### src/hdl/glue_pkg.sv
// ------------------------------
// Shared constants for the MiSTer configuration glue
// Status-word bit map, field widths and crop numbers
// Import into module bodies, or use scoped names in port lists
// ------------------------------
`default_nettype none

package glue_pkg;

    // OSD status word
    localparam int STATUS_W       = 64;

    // Crop switch and vertical crop option
    localparam int CROP_EN_BIT    = 41;
    localparam int VCOPT_LSB      = 42;
    localparam int VCOPT_W        = 4;

    // Integer scaling field, 2 bits in the status word
    localparam int CROP_SCALE_LSB = 46;
    localparam int SCALE_FLD_W    = 2;

    // CRT horizontal scaling enable
    localparam int HSIZE_EN_BIT   = 48;

    // Scanline effect field
    localparam int SCANFX_LSB     = 3;
    localparam int SCANFX_W       = 3;

    // HDMI mode reported by the framework
    localparam int HDMI_DIM_W     = 12;
    localparam int FULL_HD_W      = 1920;
    localparam int FULL_HD_H      = 1080;

    // Crop outputs
    localparam int CROP_LINES     = 216;
    localparam int CROP_SIZE_W    = 12;
    localparam int CROP_OFF_W     = 5;
    localparam int SCALE_W        = 3;

    // Options from 6 upwards give a negative offset
    localparam int VCOPT_WRAP     = 6;
    localparam int VCOPT_BIAS     = 24;

    // PS/2 mouse packet, bit 24 toggles per packet
    localparam int MOUSE_PKT_W    = 25;
    localparam int MOUSE_DELTA_W  = 9;
    localparam int MOUSE_FLAGS_W  = 8;

    // OSD menu mask, a set bit hides the item
    localparam int MENUMASK_W     = 16;

    // Debug bus and debug byte
    localparam int DBG_W          = 8;

endpackage

`default_nettype wire

### src/hdl/glue_ifs.sv
// ------------------------------
// Buses between the glue blocks
// crop_if carries the crop settings, mouse_if the decoded mouse
// ------------------------------
`timescale 1ns/10ps
`default_nettype none

interface crop_if;
    import glue_pkg::*;

    logic                          crop_ok;
    logic                          crop_en;
    // -16 to +15 lines
    logic signed [CROP_OFF_W-1:0]  crop_off;
    logic [CROP_SIZE_W-1:0]        crop_size;
    logic [SCALE_W-1:0]            crop_scale;

    modport ctrl (output crop_ok, crop_en, crop_off, crop_size, crop_scale);
    modport mon  (input  crop_ok, crop_en, crop_off, crop_size, crop_scale);
endinterface

interface mouse_if;
    import glue_pkg::*;

    logic signed [MOUSE_DELTA_W-1:0] dx;
    logic signed [MOUSE_DELTA_W-1:0] dy;
    logic [MOUSE_FLAGS_W-1:0]        flags;
    // One-cycle new packet strobe
    logic                            st;

    modport dec (output dx, dy, flags, st);
    modport mon (input  dx, dy, flags, st);
endinterface

`default_nettype wire

### src/hdl/osd_crop_ctrl.sv
// ------------------------------
// Vertical crop settings from the OSD status and HDMI mode
// Cropping only works on a plain 1080p output
// Size settles two cycles after the inputs, the rest after one
// ------------------------------
`timescale 1ns/10ps
`default_nettype none

module osd_crop_ctrl (
    input  wire                            clk_sys,
    input  wire                            arst_n,
    input  wire [glue_pkg::STATUS_W-1:0]   status,
    input  wire [glue_pkg::HDMI_DIM_W-1:0] hdmi_width,
    input  wire [glue_pkg::HDMI_DIM_W-1:0] hdmi_height,
    input  wire                            direct_video,
    input  wire                            force_scan2x,
    input  wire                            rotate_en,
    crop_if.ctrl                           crop
);
    import glue_pkg::*;

    logic [VCOPT_W-1:0]     vcopt;
    logic [SCALE_FLD_W-1:0] scale_fld;
    logic [SCANFX_W-1:0]    scanfx;
    logic [CROP_OFF_W-1:0]  vcopt_x2;
    logic                   full_hd;
    logic                   crop_allowed;

    // Status fields
    assign vcopt     = status[VCOPT_LSB +: VCOPT_W];
    assign scale_fld = status[CROP_SCALE_LSB +: SCALE_FLD_W];
    assign scanfx    = status[SCANFX_LSB +: SCANFX_W];

    assign vcopt_x2  = {vcopt, 1'b0};

    assign full_hd = (hdmi_width == HDMI_DIM_W'(FULL_HD_W)) &&
                     (hdmi_height == HDMI_DIM_W'(FULL_HD_H));

    // Any video setting that rescales the picture rules cropping out
    assign crop_allowed = full_hd && (scanfx == '0) && (scale_fld == '0) &&
                          !direct_video && !force_scan2x && !rotate_en;

    always_ff @(posedge clk_sys or negedge arst_n) begin
        if (!arst_n) begin
            crop.crop_ok   <= 1'b0;
            crop.crop_en   <= 1'b0;
            crop.crop_size <= '0;
        end else begin
            crop.crop_ok   <= crop_allowed;
            crop.crop_en   <= status[CROP_EN_BIT];
            // Built from last cycle's permission and switch
            crop.crop_size <= (crop.crop_ok && crop.crop_en) ?
                              CROP_SIZE_W'(CROP_LINES) : '0;
        end
    end

    // Offset wraps to negative from option 6 upwards
    always_ff @(posedge clk_sys or negedge arst_n) begin
        if (!arst_n) begin
            crop.crop_off   <= '0;
            crop.crop_scale <= '0;
        end else begin
            if (vcopt < VCOPT_W'(VCOPT_WRAP)) begin
                crop.crop_off <= vcopt_x2;
            end else begin
                crop.crop_off <= vcopt_x2 - CROP_OFF_W'(VCOPT_BIAS);
            end
            crop.crop_scale <= SCALE_W'(scale_fld);
        end
    end

    // The scaler only understands no crop or a 216-line window
    a_crop_size_legal : assert property (
        @(posedge clk_sys) disable iff (!arst_n)
        (crop.crop_size == '0) || (crop.crop_size == CROP_SIZE_W'(CROP_LINES))
    ) else $error("crop_size outside {0, CROP_LINES}");

endmodule

`default_nettype wire

### src/hdl/mouse_decode.sv
// ------------------------------
// PS/2 mouse packet decoder
// A change of packet bit 24 marks a new packet and fires st
// Deltas and flags are captured in the strobe cycle
// ------------------------------
`timescale 1ns/10ps
`default_nettype none

module mouse_decode (
    input  wire                             clk_sys,
    input  wire                             arst_n,
    input  wire [glue_pkg::MOUSE_PKT_W-1:0] ps2_mouse,
    mouse_if.dec                            mouse
);
    import glue_pkg::*;

    logic toggle_l;
    logic new_pkt;

    assign new_pkt = ps2_mouse[MOUSE_PKT_W-1] ^ toggle_l;

    always_ff @(posedge clk_sys or negedge arst_n) begin
        if (!arst_n) begin
            toggle_l <= 1'b0;
            mouse.st <= 1'b0;
        end else begin
            toggle_l <= ps2_mouse[MOUSE_PKT_W-1];
            mouse.st <= new_pkt;
        end
    end

    // Sign bits of the deltas live in the flags byte
    always_ff @(posedge clk_sys or negedge arst_n) begin
        if (!arst_n) begin
            mouse.flags <= '0;
            mouse.dx    <= '0;
            mouse.dy    <= '0;
        end else if (new_pkt) begin
            mouse.flags <= ps2_mouse[7:0];
            mouse.dx    <= {ps2_mouse[4], ps2_mouse[15:8]};
            mouse.dy    <= {ps2_mouse[5], ps2_mouse[23:16]};
        end
    end

    // Strobe needs a real toggle one cycle earlier
    a_st_needs_toggle : assert property (
        @(posedge clk_sys) disable iff (!arst_n)
        mouse.st |-> $past(ps2_mouse[MOUSE_PKT_W-1] != toggle_l)
    ) else $error("mouse st without a toggle of packet bit 24");

endmodule

`default_nettype wire

### src/hdl/cfg_monitor.sv
// ------------------------------
// OSD menu mask and debug byte
// Counts mouse packets and picks a debug byte with debug_bus
// Both outputs are registered, one cycle after their inputs
// ------------------------------
`timescale 1ns/10ps
`default_nettype none

module cfg_monitor (
    input  wire                             clk_sys,
    input  wire                             arst_n,
    input  wire [glue_pkg::STATUS_W-1:0]    status,
    input  wire                             direct_video,
    input  wire                             vertical,
    input  wire [glue_pkg::DBG_W-1:0]       debug_bus,
    crop_if.mon                             crop,
    mouse_if.mon                            mouse,
    output logic [glue_pkg::MENUMASK_W-1:0] status_menumask,
    output logic [glue_pkg::DBG_W-1:0]      target_info
);
    import glue_pkg::*;

    logic [STATUS_W/DBG_W-1:0][DBG_W-1:0] status_bytes;
    logic [MENUMASK_W-1:0]                menumask_nxt;
    logic [DBG_W-1:0]                     dbg_nxt;
    logic [DBG_W-1:0]                     pkt_cnt;

    assign status_bytes = status;

    // Rotate options and Scan FX options stay hidden in this build
    assign menumask_nxt = {
        {(MENUMASK_W-6){1'b0}},
        crop.crop_ok,
        1'b1,
        1'b1,
        ~status[HSIZE_EN_BIT],
        ~vertical,
        direct_video
    };

    always_comb begin
        dbg_nxt = '0;
        case (debug_bus[7:6])
            2'd0: dbg_nxt = status_bytes[debug_bus[2:0]];
            2'd1: begin
                case (debug_bus[3:0])
                    4'd0: dbg_nxt = mouse.dx[DBG_W-1:0];
                    4'd1: dbg_nxt = mouse.dy[DBG_W-1:0];
                    4'd2: dbg_nxt = mouse.flags;
                    4'd3: dbg_nxt = {6'd0, mouse.dy[MOUSE_DELTA_W-1],
                                     mouse.dx[MOUSE_DELTA_W-1]};
                    4'd4: dbg_nxt = pkt_cnt;
                    4'd5: dbg_nxt = crop.crop_size[DBG_W-1:0];
                    4'd6: dbg_nxt = {crop.crop_scale, crop.crop_off};
                    4'd7: dbg_nxt = {6'd0, crop.crop_en, crop.crop_ok};
                    default: dbg_nxt = '0;
                endcase
            end
            default: dbg_nxt = '0;
        endcase
    end

    always_ff @(posedge clk_sys or negedge arst_n) begin
        if (!arst_n) begin
            pkt_cnt         <= '0;
            status_menumask <= '0;
            target_info     <= '0;
        end else begin
            // Wraps after 255 packets
            if (mouse.st) begin
                pkt_cnt <= pkt_cnt + 1'b1;
            end
            status_menumask <= menumask_nxt;
            target_info     <= dbg_nxt;
        end
    end

    // Fixed-hidden items latch on the first clock out of reset
    a_mask_fixed_ones : assert property (
        @(posedge clk_sys) disable iff (!arst_n)
        1'b1 |=> (status_menumask[4:3] == 2'b11)
    ) else $error("menu mask bits 4:3 not set after reset");

endmodule

`default_nettype wire

### src/hdl/mister_glue_top.sv
// ------------------------------
// MiSTer configuration glue, top level
// Crop control and mouse decoder feed the OSD and debug monitor
// All logic runs on clk_sys
// ------------------------------
`timescale 1ns/10ps
`default_nettype none

module mister_glue_top (
    input  wire                                clk_sys,
    input  wire                                arst_n,
    input  wire [glue_pkg::STATUS_W-1:0]       status,
    input  wire [glue_pkg::HDMI_DIM_W-1:0]     hdmi_width,
    input  wire [glue_pkg::HDMI_DIM_W-1:0]     hdmi_height,
    input  wire                                direct_video,
    input  wire                                force_scan2x,
    input  wire [1:0]                          rotate,
    input  wire [6:0]                          core_mod,
    input  wire [glue_pkg::MOUSE_PKT_W-1:0]    ps2_mouse,
    input  wire [glue_pkg::DBG_W-1:0]          debug_bus,
    output wire [glue_pkg::CROP_SIZE_W-1:0]    crop_size,
    output wire [glue_pkg::CROP_OFF_W-1:0]     crop_off,
    output wire [glue_pkg::SCALE_W-1:0]        crop_scale,
    output wire [glue_pkg::MOUSE_DELTA_W-1:0]  mouse_dx,
    output wire [glue_pkg::MOUSE_DELTA_W-1:0]  mouse_dy,
    output wire [glue_pkg::MOUSE_FLAGS_W-1:0]  mouse_flags,
    output wire                                mouse_st,
    output wire [glue_pkg::MENUMASK_W-1:0]     status_menumask,
    output wire [glue_pkg::DBG_W-1:0]          target_info
);

    crop_if  crop_bus ();
    mouse_if mouse_bus ();

    osd_crop_ctrl u_crop (
        .clk_sys      ( clk_sys       ),
        .arst_n       ( arst_n        ),
        .status       ( status        ),
        .hdmi_width   ( hdmi_width    ),
        .hdmi_height  ( hdmi_height   ),
        .direct_video ( direct_video  ),
        .force_scan2x ( force_scan2x  ),
        // Only the rotate enable matters, not the direction
        .rotate_en    ( rotate[0]     ),
        .crop         ( crop_bus.ctrl )
    );

    mouse_decode u_mouse (
        .clk_sys   ( clk_sys        ),
        .arst_n    ( arst_n         ),
        .ps2_mouse ( ps2_mouse      ),
        .mouse     ( mouse_bus.dec  )
    );

    // core_mod bit 0 flags a vertical game
    cfg_monitor u_mon (
        .clk_sys         ( clk_sys         ),
        .arst_n          ( arst_n          ),
        .status          ( status          ),
        .direct_video    ( direct_video    ),
        .vertical        ( core_mod[0]     ),
        .debug_bus       ( debug_bus       ),
        .crop            ( crop_bus.mon    ),
        .mouse           ( mouse_bus.mon   ),
        .status_menumask ( status_menumask ),
        .target_info     ( target_info     )
    );

    assign crop_size   = crop_bus.crop_size;
    assign crop_off    = crop_bus.crop_off;
    assign crop_scale  = crop_bus.crop_scale;

    assign mouse_dx    = mouse_bus.dx;
    assign mouse_dy    = mouse_bus.dy;
    assign mouse_flags = mouse_bus.flags;
    assign mouse_st    = mouse_bus.st;

endmodule

`default_nettype wire

### config.mk
export PLATFORM = sky130hd
export DESIGN_NAME = mister_glue_top
export DESIGN_NICKNAME = d
export VERILOG_FILES = /design/src/hdl/glue_pkg.sv /design/src/hdl/glue_ifs.sv /design/src/hdl/osd_crop_ctrl.sv /design/src/hdl/mouse_decode.sv /design/src/hdl/cfg_monitor.sv /design/src/hdl/mister_glue_top.sv
export SDC_FILE = /design/constraint.sdc
export NUM_CORES = 1
export LEC_CHECK = 0
export ABC_AREA = 0
export BUFFER_PORTS_ARGS = -buffer_cell sky130_fd_sc_hd__buf_2
export CAP_MARGIN = 20
export CORE_UTILIZATION = 35
export CTS_CLUSTER_SIZE = 14
export DETAILED_ROUTE_END_ITERATION = 12
export HOLD_SLACK_MARGIN = 0.12
export PLACE_DENSITY_LB_ADDON = 0.15
export REMOVE_ABC_BUFFERS = 1
export SLEW_MARGIN = 20
export SYNTH_ARGS = -nofsm -noshare
export SYNTH_HDL_FRONTEND = slang
export SYNTH_SLANG_ARGS = --single-unit
### constraint.sdc
create_clock -name clk_sys -period 4.58 [get_ports clk_sys]
set_input_delay 0.687 -clock clk_sys [delete_from_list [all_inputs] [get_ports clk_sys]]
set_output_delay 0.687 -clock clk_sys [all_outputs]
set_load 0.01 [all_outputs]
* Yosys cells after proc, flatten, opt, wreduce, memory -nomap -nowiden
Index checks and enable logic that the tools add are counted.
** Word-level totals
- Register bits after elaboration :: 71
- Bits in latches :: 0
- RAM bits :: 0
- Memory bits (read-only) :: 0
- Input bits :: 134
- Word-level logic and storage cells :: 50
- Memories :: 0
** Operators by class
- Add/sub/neg operators :: 2
- Multipliers :: 0
- Divide/modulo/power cells :: 0
- Order comparisons :: 2
- Equal/unequal tests :: 10
- Shift operators :: 0
- Muxes and demuxes :: 6
- Bitwise operators :: 3
- Reductions and logical operators :: 14
** Operators by type and width (count)
- $pmux W8 S8 :: 1
- $bmux W8 S3 :: 1
- $eq A12 B11 Y1 const B :: 2
- $eq A4 B3 Y1 const B :: 4
- $mux W8 :: 2
- $pmux W8 S2 :: 1
- $add A8 B1 Y8 const B :: 1
- $eq A4 B2 Y1 const B :: 2
- $logic_and A1 B1 Y1 :: 7
- $mux W5 :: 1
- $sub A5 B5 Y5 const B :: 1
- $eq A4 B1 Y1 const B :: 1
- $logic_not A2 Y1 :: 2
- $logic_not A4 Y1 :: 1
- $lt A3 B4 Y1 const B :: 1
- $lt A4 B3 Y1 const B :: 1
- $logic_not A1 Y1 :: 3
- $logic_not A3 Y1 :: 1
- $eq A2 B1 Y1 const B :: 1
- $not A1 Y1 :: 2
- $xor A1 B1 Y1 :: 1

* Depth between registers and ports, before layout
- Depth after elaboration :: 7
- Depth in mapped cells :: 7
- Gate-level depth less buffers :: 4

* Cells and area by module
From an unflattened synthesis, not the netlist that was laid out.
** Unflattened totals
- Cells, all modules :: 245
- Area, all modules :: 3200.6 sq um
** By module, submodules not included
- cfg_monitor :: times used 1, cells an instance 150, area an instance 1771.7 sq um
- mouse_decode :: times used 1, cells an instance 55, area an instance 974.7 sq um
- osd_crop_ctrl :: times used 1, cells an instance 40, area an instance 454.2 sq um

* Least setup slack after synthesis
Ideal clock, no wire load.
- Kind :: input -> register
- From :: input port debug_bus[0] (netlist bit)
- To :: register u_mon.target_info[2] (netlist bit)
- Arrival :: 1.805 ns
- Data required time :: 4.449 ns
- Path slack :: 2.643 ns
- Stages on the path :: 4
- Cell sequence :: buf_6 -> mux4_2 -> and3_1 -> or3_1
** On the way
- Cells in the longest elaborated chain, start to end :: 3
- Elaborated cells between the ends (all ways) :: 12
- Classes of those cells :: eq/ne (7); mux (4); reduce/logical (1)
** Ends and longest elaborated chain
- from (decl) :: RTL line mister_glue_top.sv:20 : input wire [glue_pkg::DBG_W-1:0] debug_bus,
- $eq A4 B3 Y1 (tied with other cells) :: RTL line cfg_monitor.sv:46 : case (debug_bus[3:0])
- $pmux W8 S8 or $mux W8 (tied branches) :: RTL line cfg_monitor.sv:46, cfg_monitor.sv:44
- $pmux W8 S2 * :: RTL line cfg_monitor.sv:43 : case (debug_bus[7:6])
- via u_mon.dbg_nxt[2] :: RTL line cfg_monitor.sv:25 : logic [DBG_W-1:0] dbg_nxt;
- to (signal assigned) :: RTL line cfg_monitor.sv:74 : target_info <= dbg_nxt;
- to (decl) :: RTL line cfg_monitor.sv:19 : output logic [glue_pkg::DBG_W-1:0] target_info
The timed path passes the listed nets; every way through them passes the cells marked *. The select of a mux whose other input is x is not followed.
A chain may end at the register's enable or synchronous reset.

* Worst setup path in the final report
- From :: input port debug_bus[0] (netlist bit)
- To :: register u_mon.target_info[7] (netlist bit)
Same word-level chain as after synthesis.

==> results.toml <==
[outcome]
status = "completed"

[grt]
overflow = 0
grt_max_degree = 57
grt_usage_pct = 18.7
antenna_found_initial = 0
grt_pass1_vias = 2650
grt_pass1_wl_microns = 13900

[yosys]
yosysTopAreaCellShare_pct = 44.2
synthTopCellsByArea = "dfrtp_1 (44%), mux2_2 (10%), mux4_2 (8.5%)"
yosys_register_bits = 56
yosysWarnings = 0
synth_area_sq_mm = 0.00317
synthDistinctLibCells = 40
synth_cells = 264
syn_avg_cell_area_sq_um = 12.0
synth_largest_area_cell = "dfrtp_1"
yosysSeqAreaShare_pct = 44.2

[clocking]
post_cts_resized = 0
cts.sinks = 56
hold_buffers = 0
clk_latency_ps = 320
cts_root_buf = "clkbuf_8"
postCtsSetupRepairBufs = 0
numCtsBuffers = 5
h-tree-depth = 2
cts_tree = "yes"
cts_buffer_depth = 2
clkTransAtPathRegs_ps = 110

[cells_and_area]
multiInputGateArea_sq_mm = 0.00154
nNetsFinal = 562
final_util_pct = 46.6
regArea_sq_mm = 0.00140
antenna_cells = 0
n_fill_cell = 849
drive_gt1_share_pct = 53.6
syn2layout_area_growth_pct = 28.9

[pwr]
power_density_mw_per_mm2 = 311
leakage_nw = 2.05
worst_ir_drop_vdd_mv = 0.145

[routing]
viasPerCell = 4.96
wl_microns = 8800
ant_nets = 0
wl_per_cell_microns = 16.4
drc = 0
dr_total_vias = 2653
dr.pass1.iters = 4
first_iter_violations = 75

[floorplan]
coreArea_sq_mm = 0.00876
die_w_microns = 97.2
floorplan.rows = 34
initial_core_util_pct = 36.2
dieArea_sq_mm = 0.00944
die_height_microns = 97.2
ioPinCount = 205

[timing]
clock.fmax_ghz = 0.456
maxSlewHeadroom_pct = 47.5
worst_pin_slew_ps = 787
hold_viol_final = 0
setup_tns_ps = 0
fin_crit_sh_pct = 47.9
report.final.slew_viol_count = 0
rsz0062_at_grt = "no"
clock-skew-final_ps = 11.3
period_minus_slack_ps = 2190
setup_violations = 0

[min_path]
hold_class = "flip-flop to flip-flop"
whs_path_depth = 0

[worst_setup_path]
required_ps = 4780
worst_setup_path_start_kind = "input pin"
cpPeakStageDelay_ps = 540
slowest_stage = "mux4_2"
arrival_ps = 2390
r2r_cells = 4
critical_path_class = "input pin to flip-flop"
crit_fanout = 25
cp_cell_sequence = "buf_2 > buf_4 > mux4_2 > mux2i_1 > o22ai_1"
endpoint_kind = "flip-flop"

[placed_design]
hpwl_microns = 6680
io_buffers = 175
gp_congestion = 0.759

[flow_run]
cap_violations = 0
stage by stage:
| step | hold slack [ps] | worst slack (ps) | area [sq um] | std cells | total power, mW |
|---|---|---|---|---|---|
| floorplan | 367 | 2160 | 2950 | 241 | 0.823 |
| global placement | 405 | 2010 | 4000 | 527 | 0.996 |
| detailed placement | 400 | 2000 | 4000 | 527 | 1.00 |
| CTS | 423 | 2350 | 4090 | 535 | 1.29 |
| global route | 459 | 2280 | 4090 | 535 | 1.35 |
| finish | 431 | 2390 | 4090 | 535 | 1.27 |
cell usage after synthesis (all sizes together):
library cell and number:
a2111oi 1, a211oi 1, a21oi 1, a221oi 4
a22oi 5, a31oi 4, and2 1, and3 2
and4b 2, buf 42, conb 2, dfrtp 56
ha 2, inv 5, mux2 29, mux2i 21
mux4 12, nand2 5, nand3b 3, nand4 6
nor2 9, nor2b 5, nor3b 1, nor4 4
nor4b 2, nor4bb 1, o211ai 2, o21ai 15
o22a 2, o22ai 2, o2bb2ai 3, or2 1
or3 1, or3b 1, or4 2, xnor2 5
xor2 4
final timing paths:
path | to | from | slack, ps
min in group asynchronous | u_crop.crop.crop_en | arst_n | 500
min reg2reg | u_mon.status_menumask[5] | u_crop.crop.crop_ok | 430
min | u_mon.status_menumask[5] | u_crop.crop.crop_ok | 430
max | u_mon.target_info[7] | debug_bus[0] | 2390
max reg2reg | u_mon.target_info[2] | u_mouse.mouse.dx[2] | 3080
max in group asynchronous | u_mon.status_menumask[0] | arst_n | 3590
sequential cells by signal (all words and copies together) (netlist names):
signal	cells
u_crop.crop.crop_en	1
u_crop.crop.crop_off	4
u_crop.crop.crop_ok	1
u_crop.crop.crop_scale	2
u_crop.crop.crop_size	1
u_mon.pkt_cnt	8
u_mon.status_menumask	5
u_mon.target_info	8
u_mouse.mouse.dx	8
u_mouse.mouse.dy	8
u_mouse.mouse.flags	8
u_mouse.mouse.st	1
u_mouse.toggle_l	1
cells in the final DEF (no fill, tap or decap), drive strengths merged, types with 4 or more instances in the layout:
master,n
inv,6
buf,178
nor2,9
a221oi,4
dfrtp,56
clkbuf,5
mux2,29
mux2i,21
xor2,4
o21ai,15
nor4,4
xnor2,5
conb,21
a22oi,5
mux4,12
a31oi,4
nand4,6
nor2b,5
nand2,5
critical path, delay by kind of cell:
kind | cells | cell delay [ps]
AOI/OAI and AO/OA | 1 | 90
buffers and inverters | 2 | 870
muxes | 2 | 720
cell type report:
cell class                 instances  share of cell area [%]
sequential                        56                    34.3
inverter                           5                   0.459
timing repair buffer             178                    22.0
clock buffer                       5                    1.68
multi-input combinational        180                    37.7
tap                              108                    3.31
clock inverter                     3                   0.551
kinds of logic after synthesis:
group / synth area share [%]
other: 0.237
and+or+nand+nor: 8.80
AOI/OAI and AO/OA: 8.37
muxes: 25.5
DFF: 44.2
xor gates and xnor gates: 2.49
adders and majority gates: 0.789
buffers and inverters: 9.63
metal layers:
layer  track usage, %  vias to the layer above  wire length [microns]
met4             4.13                        0                     82
met1             24.4                     1280                   3840
met5                0                        -                      0
met3             3.74                        6                    521
li1                 -                     1254                      -
met2             32.2                      113                   4350
power breakdown:
| group | internal, mW | switching (mW) |
|---|---|---|
| Clock | 0.110 | 0.174 |
| Combinational | 0.187 | 0.162 |
| Sequential | 0.569 | 0.0692 |
(Power assumes the default switching activity.)
